[config.mk]
export PLATFORM = sky130hd
export DESIGN_NAME = debug_unit
export DESIGN_NICKNAME = d
export VERILOG_FILES = /design/src/source/debug_pkg.sv /design/src/source/uart_rx.sv /design/src/source/uart_tx.sv /design/src/source/program_loader.sv /design/src/source/state_dump.sv /design/src/source/debug_control.sv /design/src/source/debug_unit.sv
export SDC_FILE = /design/constraint.sdc
export NUM_CORES = 1
export LEC_CHECK = 0
export ABC_AREA = 1
export ABC_CLOCK_PERIOD_IN_PS = 2700
export BUFFER_PORTS_ARGS = -buffer_cell sky130_fd_sc_hd__buf_2
export CAP_MARGIN = 10
export CORE_MARGIN = 5
export CORE_UTILIZATION = 40
export CTS_BUF_LIST = sky130_fd_sc_hd__clkbuf_4 sky130_fd_sc_hd__clkbuf_8
export CTS_CLUSTER_SIZE = 14
export DETAILED_ROUTE_END_ITERATION = 8
export PLACE_DENSITY = 0.74
export SYNTH_ARGS = -nofsm -noshare
export SYNTH_HDL_FRONTEND = slang
export SYNTH_SLANG_ARGS = --single-unit
export TNS_END_PERCENT = 10
[constraint.sdc]
create_clock -name i_clock -period 2.7 [get_ports i_clock]
set_input_delay 0.135 -clock i_clock [delete_from_list [all_inputs] [get_ports i_clock]]
set_output_delay 0.135 -clock i_clock [all_outputs]
set_load 0.02 [all_outputs]
[src/source/debug_pkg.sv]
package debug_pkg;

    ////////////////////////////////////////
    // Widths and constants
    ////////////////////////////////////////
    localparam int WORD_WIDTH     = 32;
    localparam int BYTE_WIDTH     = 8;
    localparam int BYTES_PER_WORD = 4;
    localparam int DUMP_WORDS     = 32;

    // Small baud divider keeps simulation short
    localparam int CLOCKS_PER_BIT = 16;
    localparam int BAUD_LAST      = CLOCKS_PER_BIT - 1;
    localparam int BAUD_HALF      = CLOCKS_PER_BIT / 2 - 1;

    localparam logic [7:0] CMD_MODE_DEBUG = 8'hFF;
    localparam logic [7:0] CMD_MODE_RUN   = 8'h00;
    localparam logic [7:0] CMD_STEP       = 8'hAA;

    ////////////////////////////////////////
    // Types
    ////////////////////////////////////////
    typedef logic [WORD_WIDTH-1:0] word_t;
    typedef logic [BYTE_WIDTH-1:0] uart_byte_t;
    typedef logic [1:0]            byte_index_t;
    typedef logic [4:0]            dump_index_t;
    typedef logic [3:0]            bit_count_t;
    typedef logic [3:0]            baud_count_t;

    typedef struct packed {
        logic       valid;
        uart_byte_t data;
    } rx_byte_s;

    typedef struct packed {
        logic       valid;
        uart_byte_t data;
    } tx_byte_s;

    typedef struct packed {
        logic  loading;
        word_t instruction;
        word_t address;
    } load_write_s;

    typedef struct packed {
        word_t pc;
        word_t reg_word;
        word_t mem_word;
    } cpu_state_s;

    typedef enum logic [2:0] {
        ST_LOAD,
        ST_MODE,
        ST_DEBUG,
        ST_DUMP_STEP,
        ST_RUN,
        ST_DUMP_FINISH
    } control_state_e;

    typedef enum logic [1:0] {
        PH_IDLE,
        PH_PC,
        PH_REGS,
        PH_MEM
    } dump_phase_e;

    typedef enum logic [1:0] {
        U_IDLE,
        U_START,
        U_DATA,
        U_STOP
    } uart_phase_e;

endpackage

[src/source/uart_rx.sv]
`timescale 1ns/1ps

module uart_rx (
    input  logic                i_clock,
    input  logic                i_reset,
    input  logic                i_rx_data,
    output debug_pkg::rx_byte_s o_rx
);

    logic [1:0]                  sync_q;
    debug_pkg::uart_phase_e      phase_q;
    debug_pkg::baud_count_t      baud_q;
    debug_pkg::bit_count_t       bits_q;
    debug_pkg::uart_byte_t       shift_q;
    logic                        valid_q;
    logic                        line;
    logic                        bit_end;

    assign line    = sync_q[1];
    assign bit_end = baud_q == debug_pkg::baud_count_t'(debug_pkg::BAUD_LAST);
    assign o_rx    = '{valid: valid_q, data: shift_q};

    always_ff @(posedge i_clock) begin
        if (i_reset) begin
            sync_q  <= 2'b11;
            phase_q <= debug_pkg::U_IDLE;
            baud_q  <= '0;
            bits_q  <= '0;
            valid_q <= 1'b0;
        end else begin
            sync_q  <= {sync_q[0], i_rx_data};
            valid_q <= 1'b0;
            baud_q  <= baud_q + 1'b1;
            case (phase_q)
                debug_pkg::U_IDLE: begin
                    baud_q <= '0;
                    if (!line) begin
                        phase_q <= debug_pkg::U_START;
                    end
                end
                debug_pkg::U_START: begin
                    // Glitch check in the middle of the start bit
                    if (baud_q == debug_pkg::baud_count_t'(debug_pkg::BAUD_HALF)) begin
                        baud_q  <= '0;
                        bits_q  <= '0;
                        phase_q <= line ? debug_pkg::U_IDLE : debug_pkg::U_DATA;
                    end
                end
                debug_pkg::U_DATA: begin
                    if (bit_end) begin
                        baud_q  <= '0;
                        shift_q <= {line, shift_q[debug_pkg::BYTE_WIDTH-1:1]};
                        bits_q  <= bits_q + 1'b1;
                        if (bits_q == debug_pkg::bit_count_t'(debug_pkg::BYTE_WIDTH - 1)) begin
                            phase_q <= debug_pkg::U_STOP;
                        end
                    end
                end
                debug_pkg::U_STOP: begin
                    // Framing error drops the byte
                    if (bit_end) begin
                        valid_q <= line;
                        phase_q <= debug_pkg::U_IDLE;
                    end
                end
                default: phase_q <= debug_pkg::U_IDLE;
            endcase
        end
    end

endmodule

[src/source/uart_tx.sv]
`timescale 1ns/1ps

module uart_tx (
    input  logic                i_clock,
    input  logic                i_reset,
    input  debug_pkg::tx_byte_s i_tx,
    output logic                o_ready,
    output logic                o_tx_data
);

    debug_pkg::uart_phase_e phase_q;
    debug_pkg::baud_count_t baud_q;
    debug_pkg::bit_count_t  bits_q;
    debug_pkg::uart_byte_t  shift_q;
    logic                   line_q;
    logic                   bit_end;

    assign bit_end   = baud_q == debug_pkg::baud_count_t'(debug_pkg::BAUD_LAST);
    assign o_ready   = phase_q == debug_pkg::U_IDLE;
    assign o_tx_data = line_q;

    always_ff @(posedge i_clock) begin
        if (i_reset) begin
            phase_q <= debug_pkg::U_IDLE;
            baud_q  <= '0;
            bits_q  <= '0;
            line_q  <= 1'b1;
        end else begin
            baud_q <= bit_end ? '0 : baud_q + 1'b1;
            case (phase_q)
                debug_pkg::U_IDLE: begin
                    baud_q <= '0;
                    if (i_tx.valid) begin
                        shift_q <= i_tx.data;
                        line_q  <= 1'b0;
                        phase_q <= debug_pkg::U_START;
                    end
                end
                debug_pkg::U_START: begin
                    if (bit_end) begin
                        line_q  <= shift_q[0];
                        shift_q <= shift_q >> 1;
                        bits_q  <= '0;
                        phase_q <= debug_pkg::U_DATA;
                    end
                end
                debug_pkg::U_DATA: begin
                    if (bit_end) begin
                        if (bits_q == debug_pkg::bit_count_t'(debug_pkg::BYTE_WIDTH - 1)) begin
                            line_q  <= 1'b1;
                            phase_q <= debug_pkg::U_STOP;
                        end else begin
                            line_q  <= shift_q[0];
                            shift_q <= shift_q >> 1;
                            bits_q  <= bits_q + 1'b1;
                        end
                    end
                end
                debug_pkg::U_STOP: begin
                    if (bit_end) begin
                        phase_q <= debug_pkg::U_IDLE;
                    end
                end
                default: phase_q <= debug_pkg::U_IDLE;
            endcase
        end
    end

    // Sender must wait for ready
    a_no_push_when_busy: assert property (@(posedge i_clock) disable iff (i_reset)
        i_tx.valid |-> o_ready);

endmodule

[src/source/program_loader.sv]
`timescale 1ns/1ps

module program_loader (
    input  logic                   i_clock,
    input  logic                   i_reset,
    input  logic                   i_enable,
    input  debug_pkg::rx_byte_s    i_rx,
    output debug_pkg::load_write_s o_write,
    output logic                   o_program_end
);

    debug_pkg::byte_index_t byte_q;
    debug_pkg::word_t       word_q;
    debug_pkg::word_t       address_q;
    debug_pkg::word_t       full_word;
    logic                   loading_q;
    logic                   end_q;
    logic                   take;
    logic                   last_byte;

    assign take      = i_enable && i_rx.valid;
    assign last_byte = byte_q == debug_pkg::byte_index_t'(debug_pkg::BYTES_PER_WORD - 1);
    // Word as it stands once the top byte lands
    assign full_word = {i_rx.data, word_q[debug_pkg::WORD_WIDTH-debug_pkg::BYTE_WIDTH-1:0]};

    assign o_write       = '{loading: loading_q, instruction: word_q, address: address_q};
    assign o_program_end = end_q;

    always_ff @(posedge i_clock) begin
        if (i_reset) begin
            byte_q    <= '0;
            address_q <= '0;
            loading_q <= 1'b0;
            end_q     <= 1'b0;
        end else begin
            loading_q <= 1'b0;
            end_q     <= 1'b0;
            // Address moves on after the strobe
            if (loading_q) begin
                address_q <= address_q + 1'b1;
            end
            if (take) begin
                word_q[byte_q*debug_pkg::BYTE_WIDTH +: debug_pkg::BYTE_WIDTH] <= i_rx.data;
                byte_q <= byte_q + 1'b1;
                if (last_byte) begin
                    loading_q <= full_word != '0;
                    end_q     <= full_word == '0;
                end
            end
        end
    end

    a_load_or_end: assert property (@(posedge i_clock) disable iff (i_reset)
        !(o_write.loading && o_program_end));

endmodule

[src/source/state_dump.sv]
`timescale 1ns/1ps

module state_dump (
    input  logic                  i_clock,
    input  logic                  i_reset,
    input  logic                  i_dump_start,
    input  debug_pkg::cpu_state_s i_cpu,
    input  logic                  i_tx_ready,
    output debug_pkg::tx_byte_s   o_tx,
    output logic                  o_reg_send,
    output logic                  o_mem_send,
    output logic                  o_busy,
    output logic                  o_done
);

    debug_pkg::dump_phase_e phase_q;
    debug_pkg::byte_index_t byte_q;
    debug_pkg::dump_index_t word_q;
    debug_pkg::word_t       cur_word;
    logic                   reg_send_q;
    logic                   mem_send_q;
    logic                   done_q;
    logic                   accept;
    logic                   word_done;
    logic                   last_word;

    always_comb begin
        case (phase_q)
            debug_pkg::PH_PC:   cur_word = i_cpu.pc;
            debug_pkg::PH_REGS: cur_word = i_cpu.reg_word;
            default:            cur_word = i_cpu.mem_word;
        endcase
    end

    // Byte goes out whenever the transmitter is free
    assign accept    = (phase_q != debug_pkg::PH_IDLE) && i_tx_ready;
    assign word_done = accept &&
                       byte_q == debug_pkg::byte_index_t'(debug_pkg::BYTES_PER_WORD - 1);
    assign last_word = word_q == debug_pkg::dump_index_t'(debug_pkg::DUMP_WORDS - 1);

    assign o_tx = '{
        valid: accept,
        data:  cur_word[byte_q*debug_pkg::BYTE_WIDTH +: debug_pkg::BYTE_WIDTH]
    };
    assign o_reg_send = reg_send_q;
    assign o_mem_send = mem_send_q;
    assign o_busy     = phase_q != debug_pkg::PH_IDLE;
    assign o_done     = done_q;

    ////////////////////////////////////////
    // Phase sequencing
    ////////////////////////////////////////
    always_ff @(posedge i_clock) begin
        if (i_reset) begin
            phase_q    <= debug_pkg::PH_IDLE;
            byte_q     <= '0;
            word_q     <= '0;
            reg_send_q <= 1'b0;
            mem_send_q <= 1'b0;
            done_q     <= 1'b0;
        end else begin
            reg_send_q <= word_done && phase_q == debug_pkg::PH_REGS;
            mem_send_q <= word_done && phase_q == debug_pkg::PH_MEM;
            done_q     <= word_done && phase_q == debug_pkg::PH_MEM && last_word;
            if (accept) begin
                byte_q <= byte_q + 1'b1;
            end
            case (phase_q)
                debug_pkg::PH_IDLE: begin
                    if (i_dump_start) begin
                        byte_q  <= '0;
                        word_q  <= '0;
                        phase_q <= debug_pkg::PH_PC;
                    end
                end
                debug_pkg::PH_PC: begin
                    if (word_done) begin
                        phase_q <= debug_pkg::PH_REGS;
                    end
                end
                debug_pkg::PH_REGS: begin
                    // Index wraps to zero for the memory words
                    if (word_done) begin
                        word_q <= word_q + 1'b1;
                        if (last_word) begin
                            phase_q <= debug_pkg::PH_MEM;
                        end
                    end
                end
                debug_pkg::PH_MEM: begin
                    if (word_done) begin
                        word_q <= word_q + 1'b1;
                        if (last_word) begin
                            phase_q <= debug_pkg::PH_IDLE;
                        end
                    end
                end
                default: phase_q <= debug_pkg::PH_IDLE;
            endcase
        end
    end

    a_start_when_idle: assert property (@(posedge i_clock) disable iff (i_reset)
        i_dump_start |-> !o_busy);

endmodule

[src/source/debug_control.sv]
`timescale 1ns/1ps

module debug_control (
    input  logic                i_clock,
    input  logic                i_reset,
    input  debug_pkg::rx_byte_s i_rx,
    input  logic                i_program_end,
    input  logic                i_finish,
    input  logic                i_dump_done,
    output logic                o_load_enable,
    output logic                o_dump_start,
    output logic                o_start,
    output logic                o_step
);

    debug_pkg::control_state_e state_q;
    logic                      step_q;
    logic                      dump_start_q;

    assign o_load_enable = state_q == debug_pkg::ST_LOAD;
    assign o_dump_start  = dump_start_q;
    assign o_start       = state_q inside {debug_pkg::ST_DEBUG, debug_pkg::ST_DUMP_STEP,
                                           debug_pkg::ST_RUN};
    // Free running holds step high
    assign o_step        = step_q || state_q == debug_pkg::ST_RUN;

    always_ff @(posedge i_clock) begin
        if (i_reset) begin
            state_q      <= debug_pkg::ST_LOAD;
            step_q       <= 1'b0;
            dump_start_q <= 1'b0;
        end else begin
            step_q       <= 1'b0;
            dump_start_q <= 1'b0;
            case (state_q)
                debug_pkg::ST_LOAD: begin
                    if (i_program_end) begin
                        state_q <= debug_pkg::ST_MODE;
                    end
                end
                debug_pkg::ST_MODE: begin
                    if (i_rx.valid && i_rx.data == debug_pkg::CMD_MODE_DEBUG) begin
                        state_q <= debug_pkg::ST_DEBUG;
                    end else if (i_rx.valid && i_rx.data == debug_pkg::CMD_MODE_RUN) begin
                        state_q <= debug_pkg::ST_RUN;
                    end
                end
                debug_pkg::ST_DEBUG: begin
                    if (i_finish) begin
                        dump_start_q <= 1'b1;
                        state_q      <= debug_pkg::ST_DUMP_FINISH;
                    end else if (i_rx.valid && i_rx.data == debug_pkg::CMD_STEP) begin
                        step_q       <= 1'b1;
                        dump_start_q <= 1'b1;
                        state_q      <= debug_pkg::ST_DUMP_STEP;
                    end
                end
                debug_pkg::ST_DUMP_STEP: begin
                    if (i_dump_done) begin
                        state_q <= debug_pkg::ST_DEBUG;
                    end
                end
                debug_pkg::ST_RUN: begin
                    if (i_finish) begin
                        dump_start_q <= 1'b1;
                        state_q      <= debug_pkg::ST_DUMP_FINISH;
                    end
                end
                debug_pkg::ST_DUMP_FINISH: begin
                    // Address keeps counting into the next program
                    if (i_dump_done) begin
                        state_q <= debug_pkg::ST_LOAD;
                    end
                end
                default: state_q <= debug_pkg::ST_LOAD;
            endcase
        end
    end

    // A debug step is always a single pulse
    a_single_step: assert property (@(posedge i_clock) disable iff (i_reset)
        (o_step && state_q != debug_pkg::ST_RUN) |=> !o_step);

endmodule

[src/source/debug_unit.sv]
`timescale 1ns/1ps

module debug_unit (
    input  logic             i_clock,
    input  logic             i_reset,
    input  logic             i_rx_data,
    input  logic             i_finish,
    input  debug_pkg::word_t i_pc,
    input  debug_pkg::word_t i_reg,
    input  debug_pkg::word_t i_mem,
    output logic             o_tx_data,
    output debug_pkg::word_t o_instruction,
    output debug_pkg::word_t o_address,
    output logic             o_loading,
    output logic             o_start,
    output logic             o_step,
    output logic             o_reg_send,
    output logic             o_mem_send
);

    debug_pkg::rx_byte_s    rx;
    debug_pkg::tx_byte_s    tx;
    debug_pkg::load_write_s write;
    debug_pkg::cpu_state_s  cpu;
    logic                   tx_ready;
    logic                   load_enable;
    logic                   program_end;
    logic                   dump_start;
    logic                   dump_done;

    assign cpu           = '{pc: i_pc, reg_word: i_reg, mem_word: i_mem};
    assign o_loading     = write.loading;
    assign o_instruction = write.instruction;
    assign o_address     = write.address;

    ////////////////////////////////////////
    // Serial side
    ////////////////////////////////////////
    uart_rx uart_rx_i (
        .i_clock   (i_clock),
        .i_reset   (i_reset),
        .i_rx_data (i_rx_data),
        .o_rx      (rx)
    );

    uart_tx uart_tx_i (
        .i_clock   (i_clock),
        .i_reset   (i_reset),
        .i_tx      (tx),
        .o_ready   (tx_ready),
        .o_tx_data (o_tx_data)
    );

    ////////////////////////////////////////
    // Loader, control and dump
    ////////////////////////////////////////
    program_loader program_loader_i (
        .i_clock       (i_clock),
        .i_reset       (i_reset),
        .i_enable      (load_enable),
        .i_rx          (rx),
        .o_write       (write),
        .o_program_end (program_end)
    );

    debug_control debug_control_i (
        .i_clock       (i_clock),
        .i_reset       (i_reset),
        .i_rx          (rx),
        .i_program_end (program_end),
        .i_finish      (i_finish),
        .i_dump_done   (dump_done),
        .o_load_enable (load_enable),
        .o_dump_start  (dump_start),
        .o_start       (o_start),
        .o_step        (o_step)
    );

    state_dump state_dump_i (
        .i_clock      (i_clock),
        .i_reset      (i_reset),
        .i_dump_start (dump_start),
        .i_cpu        (cpu),
        .i_tx_ready   (tx_ready),
        .o_tx         (tx),
        .o_reg_send   (o_reg_send),
        .o_mem_send   (o_mem_send),
        .o_busy       (),
        .o_done       (dump_done)
    );

endmodule

==> run_results.csv <==
group,metric,value,unit
grt,grt_pass1_wl,27400,um
timing,relSlewSlack,44.1,%
clocking,cts_tree,"done",
power_and_ir_drop,p_leak,0.00365,uW
setup_path,r2r_start,"program_loader_i.byte_q[0]$_SDFFE_PP0N_",
grt,grt_overflow_total,0,
grt,grt_max_degree,35,
layout,antenna_cells,0,
setup_path,crit_chain,"inv_1 -> ha_1 -> clkinv_1 -> nand3_1 -> nor2_1",
layout,postLayoutCoreUtil,48.4,%
timing,min_period_over_period,81.4,%
worst_hold_path,hold_path.class,"input port to register",
clocking,post_cts_resized,0,
timing,finalSetupViolations,0,
layout,filler_cell_count,1707,
timing,slew_violations,0,
job,maxCapViolCount,0,
power_and_ir_drop,powerDensity,665,nW/um2
timing,post-route-min-period,2200,ps
synthesis,syn-num-nets,1063,
route,drt-initial-drc-count,422,
clocking,cts_max_level,4,
setup_path,cp_top_family,"adder cells",
route,drt-vias-per-instance,4.82,
layout,syn_to_final_growth,20.5,%
clocking,clock_path_buffers,2,
route,wl_per_cell,12.1,um
floorplanning,core-area,17100,um2
synthesis,synth_warnings,0,
place,hpwl,12400,um
timing,fin_worst_skew,15.0,ps
timing,fmax,455,MHz
grt,grt_usage,16.4,%
route,wl,16300,um
floorplanning,io-pin-count,170,
setup_path,crit_buf_inv,2,
grt,grt_pass1_vias,6065,
synthesis,ys_ff_latch,125,
synthesis,ys_seq_area_share,43.3,%
place,gp_congestion,0.865,
synthesis,syn_inst,934,
timing,whs,65.4,ps
place,port-buffer-count,169,
floorplanning,die_area,19900,um2
setup_path,worstSetupPathType,"register to register",
route,num_vias,6449,
clocking,clkSlewWorstSetupHoldPaths,70,ps
floorplanning,die_h,141,um
timing,final.setup.tns,0,ps
layout,final_common_cell,"nand2_1",
floorplanning,die_x,141,um
setup_path,critPathLaunchType,"register",
synthesis,syn_area_per_cell,7.37,um2
route,route.antenna.remaining_nets,0,
route,drc,0,
layout,fin_nets,1229,
synthesis,synth_cell_type_count,41,
setup_path,worstPathArrival,2370,ps
clocking,cts.sinks,125,
floorplanning,rows,48,
status,status,"complete, no violations",
place,placed_area,7930,um2
setup_path,crit_path_max_incr_delay,530,ps
clocking,clkLatencyLatePin,430,ps
setup_path,required,2870,ps
setup_path,cp_slowest_cell,"ha_1",
clocking,cts-root-buf,"clkbuf_8",
timing,rsz0062_at_grt,"false",
worst_hold_path,min_from,"i_reset",
setup_path,crit_fanout,11,
power_and_ir_drop,ir_drop,0.000353,V
setup_path,cp-end-kind,"register",
grt,antenna_found_initial,0,
layout,finalInstanceArea,8290,um2
timing,worstMarginPinSlew,838,ps
power_and_ir_drop,p_total,5510,uW
route,drtPass1Iterations,7,
setup_path,critPathLaunch,"program_loader_i.byte_q[0]$_SDFFE_PP0N_",
floorplanning,initial_core_util,40.2,%
clocking,numCtsBuffers,17,
timing,hold_violations,0,
synthesis,synth_area,6880,um2
layout,drive_gt1_share,21.5,%
layout,final_cell_mix,"214 x nand2_1, 169 x buf_2, 130 x nor2_1, 120 x nand3_1, 93 x inv_1",
==> cells in the mapped netlist, drive strengths merged <==
| library cell | instances | area share [%] |
|---|---|---|
| dfxtp | 77 | 22 |
| a22o | 6 | 0.76 |
| ha | 29 | 5.3 |
| inv | 103 | 5.7 |
| nor2 | 141 | 8.5 |
| nor3 | 32 | 2.5 |
| nor4 | 2 | 0.18 |
| xnor2 | 2 | 0.25 |
| nand4 | 13 | 1.2 |
| nand3b | 2 | 0.22 |
| o21ai | 30 | 2.2 |
| xor2 | 6 | 0.76 |
| a31o | 1 | 0.13 |
| o21a | 2 | 0.22 |
| clkinv | 2 | 0.11 |
| nor3b | 2 | 0.29 |
| nand3 | 121 | 8.9 |
| a211oi | 3 | 0.33 |
| buf | 13 | 0.95 |
| and3 | 1 | 0.11 |
| o211ai | 7 | 0.76 |
| o31a | 1 | 0.13 |
| a31oi | 3 | 0.27 |
| edfxtp | 48 | 21 |
| or2 | 5 | 0.45 |
| clkbuf | 18 | 0.98 |
| o2111ai | 1 | 0.13 |
| nand2 | 219 | 12 |
| a21oi | 44 | 3.2 |
==> power by group <==
| part | internal, uW | switching (uW) |
|---|---|---|
| clock network | 745 | 691 |
| logic | 696 | 1130 |
| registers | 2140 | 99.1 |
==> metrics by stage <==
stage | std cells | setup WS (ps)
after detailed placement | 1304 | 538
after CTS | 1338 | 530
after floorplan | 934 | 557
after global placement | 1304 | 673
after global routing | 1338 | 317
final | 1338 | 501
==> worst reg2reg max path, cell delays in order (launching register included) <==
cell	delay, ps
dfxtp_1	520
inv_1	200
ha_1	530
clkinv_1	290
nand3_1	330
nor2_1	80
==> sequential cells by signal, indices dropped and copies added (netlist names), 5 cells and up, named ones only <==
signal,flops
program_loader_i.address_q,32
program_loader_i.word_q,32
state_dump_i.word_q,5
uart_rx_i.shift_q,8
uart_tx_i.shift_q,8
==> per-layer routing <==
metal	global-route usage, %	share of wire [%]	vias up
met1	20.7	45	2868
met4	5.20	1.1	0
met3	3.66	5.3	16
li1	-	-	3406
met2	28.0	48	159
met5	0	0	-
==> cells by family after synthesis <==
family          synth area share (%)
compound gates                  8.11
xor+xnor                        1.02
fa+ha+maj                       5.27
buf+inv                         7.69
flops                           43.3
simple gates                    34.6
==> path summary, 6_finish.rpt <==
check                                            endpoint  slack, ps  cells past startpoint
setup / recovery     program_loader_i.word_q[0]$_DFFE_PP_        500                      5
hold / removal    debug_control_i.state_q[2]$_SDFFE_PP0P_         70                      2
setup reg to reg     program_loader_i.word_q[0]$_DFFE_PP_        500                      5
hold reg to reg            uart_rx_i.sync_q[1]$_SDFF_PP1_        410                      1
==> timing repair <==
action	4_1_cts	5_1_grt
setup buffers	0	0
hold buffers	2	0
endpoints found under the hold margin	2	0
==> cell type report <==
type	count	area, um2	area share, %
Tap cell	225	282	3.40
Timing Repair Buffer	178	918	11.1
Clock buffer	21	264	3.18
Sequential cell	125	2980	36.0
Clock inverter	11	77.6	0.936
Multi-Input combinational cell	673	3370	40.6
Inverter	105	397	4.78
Note: power is estimated with default switching activity, not from simulation.
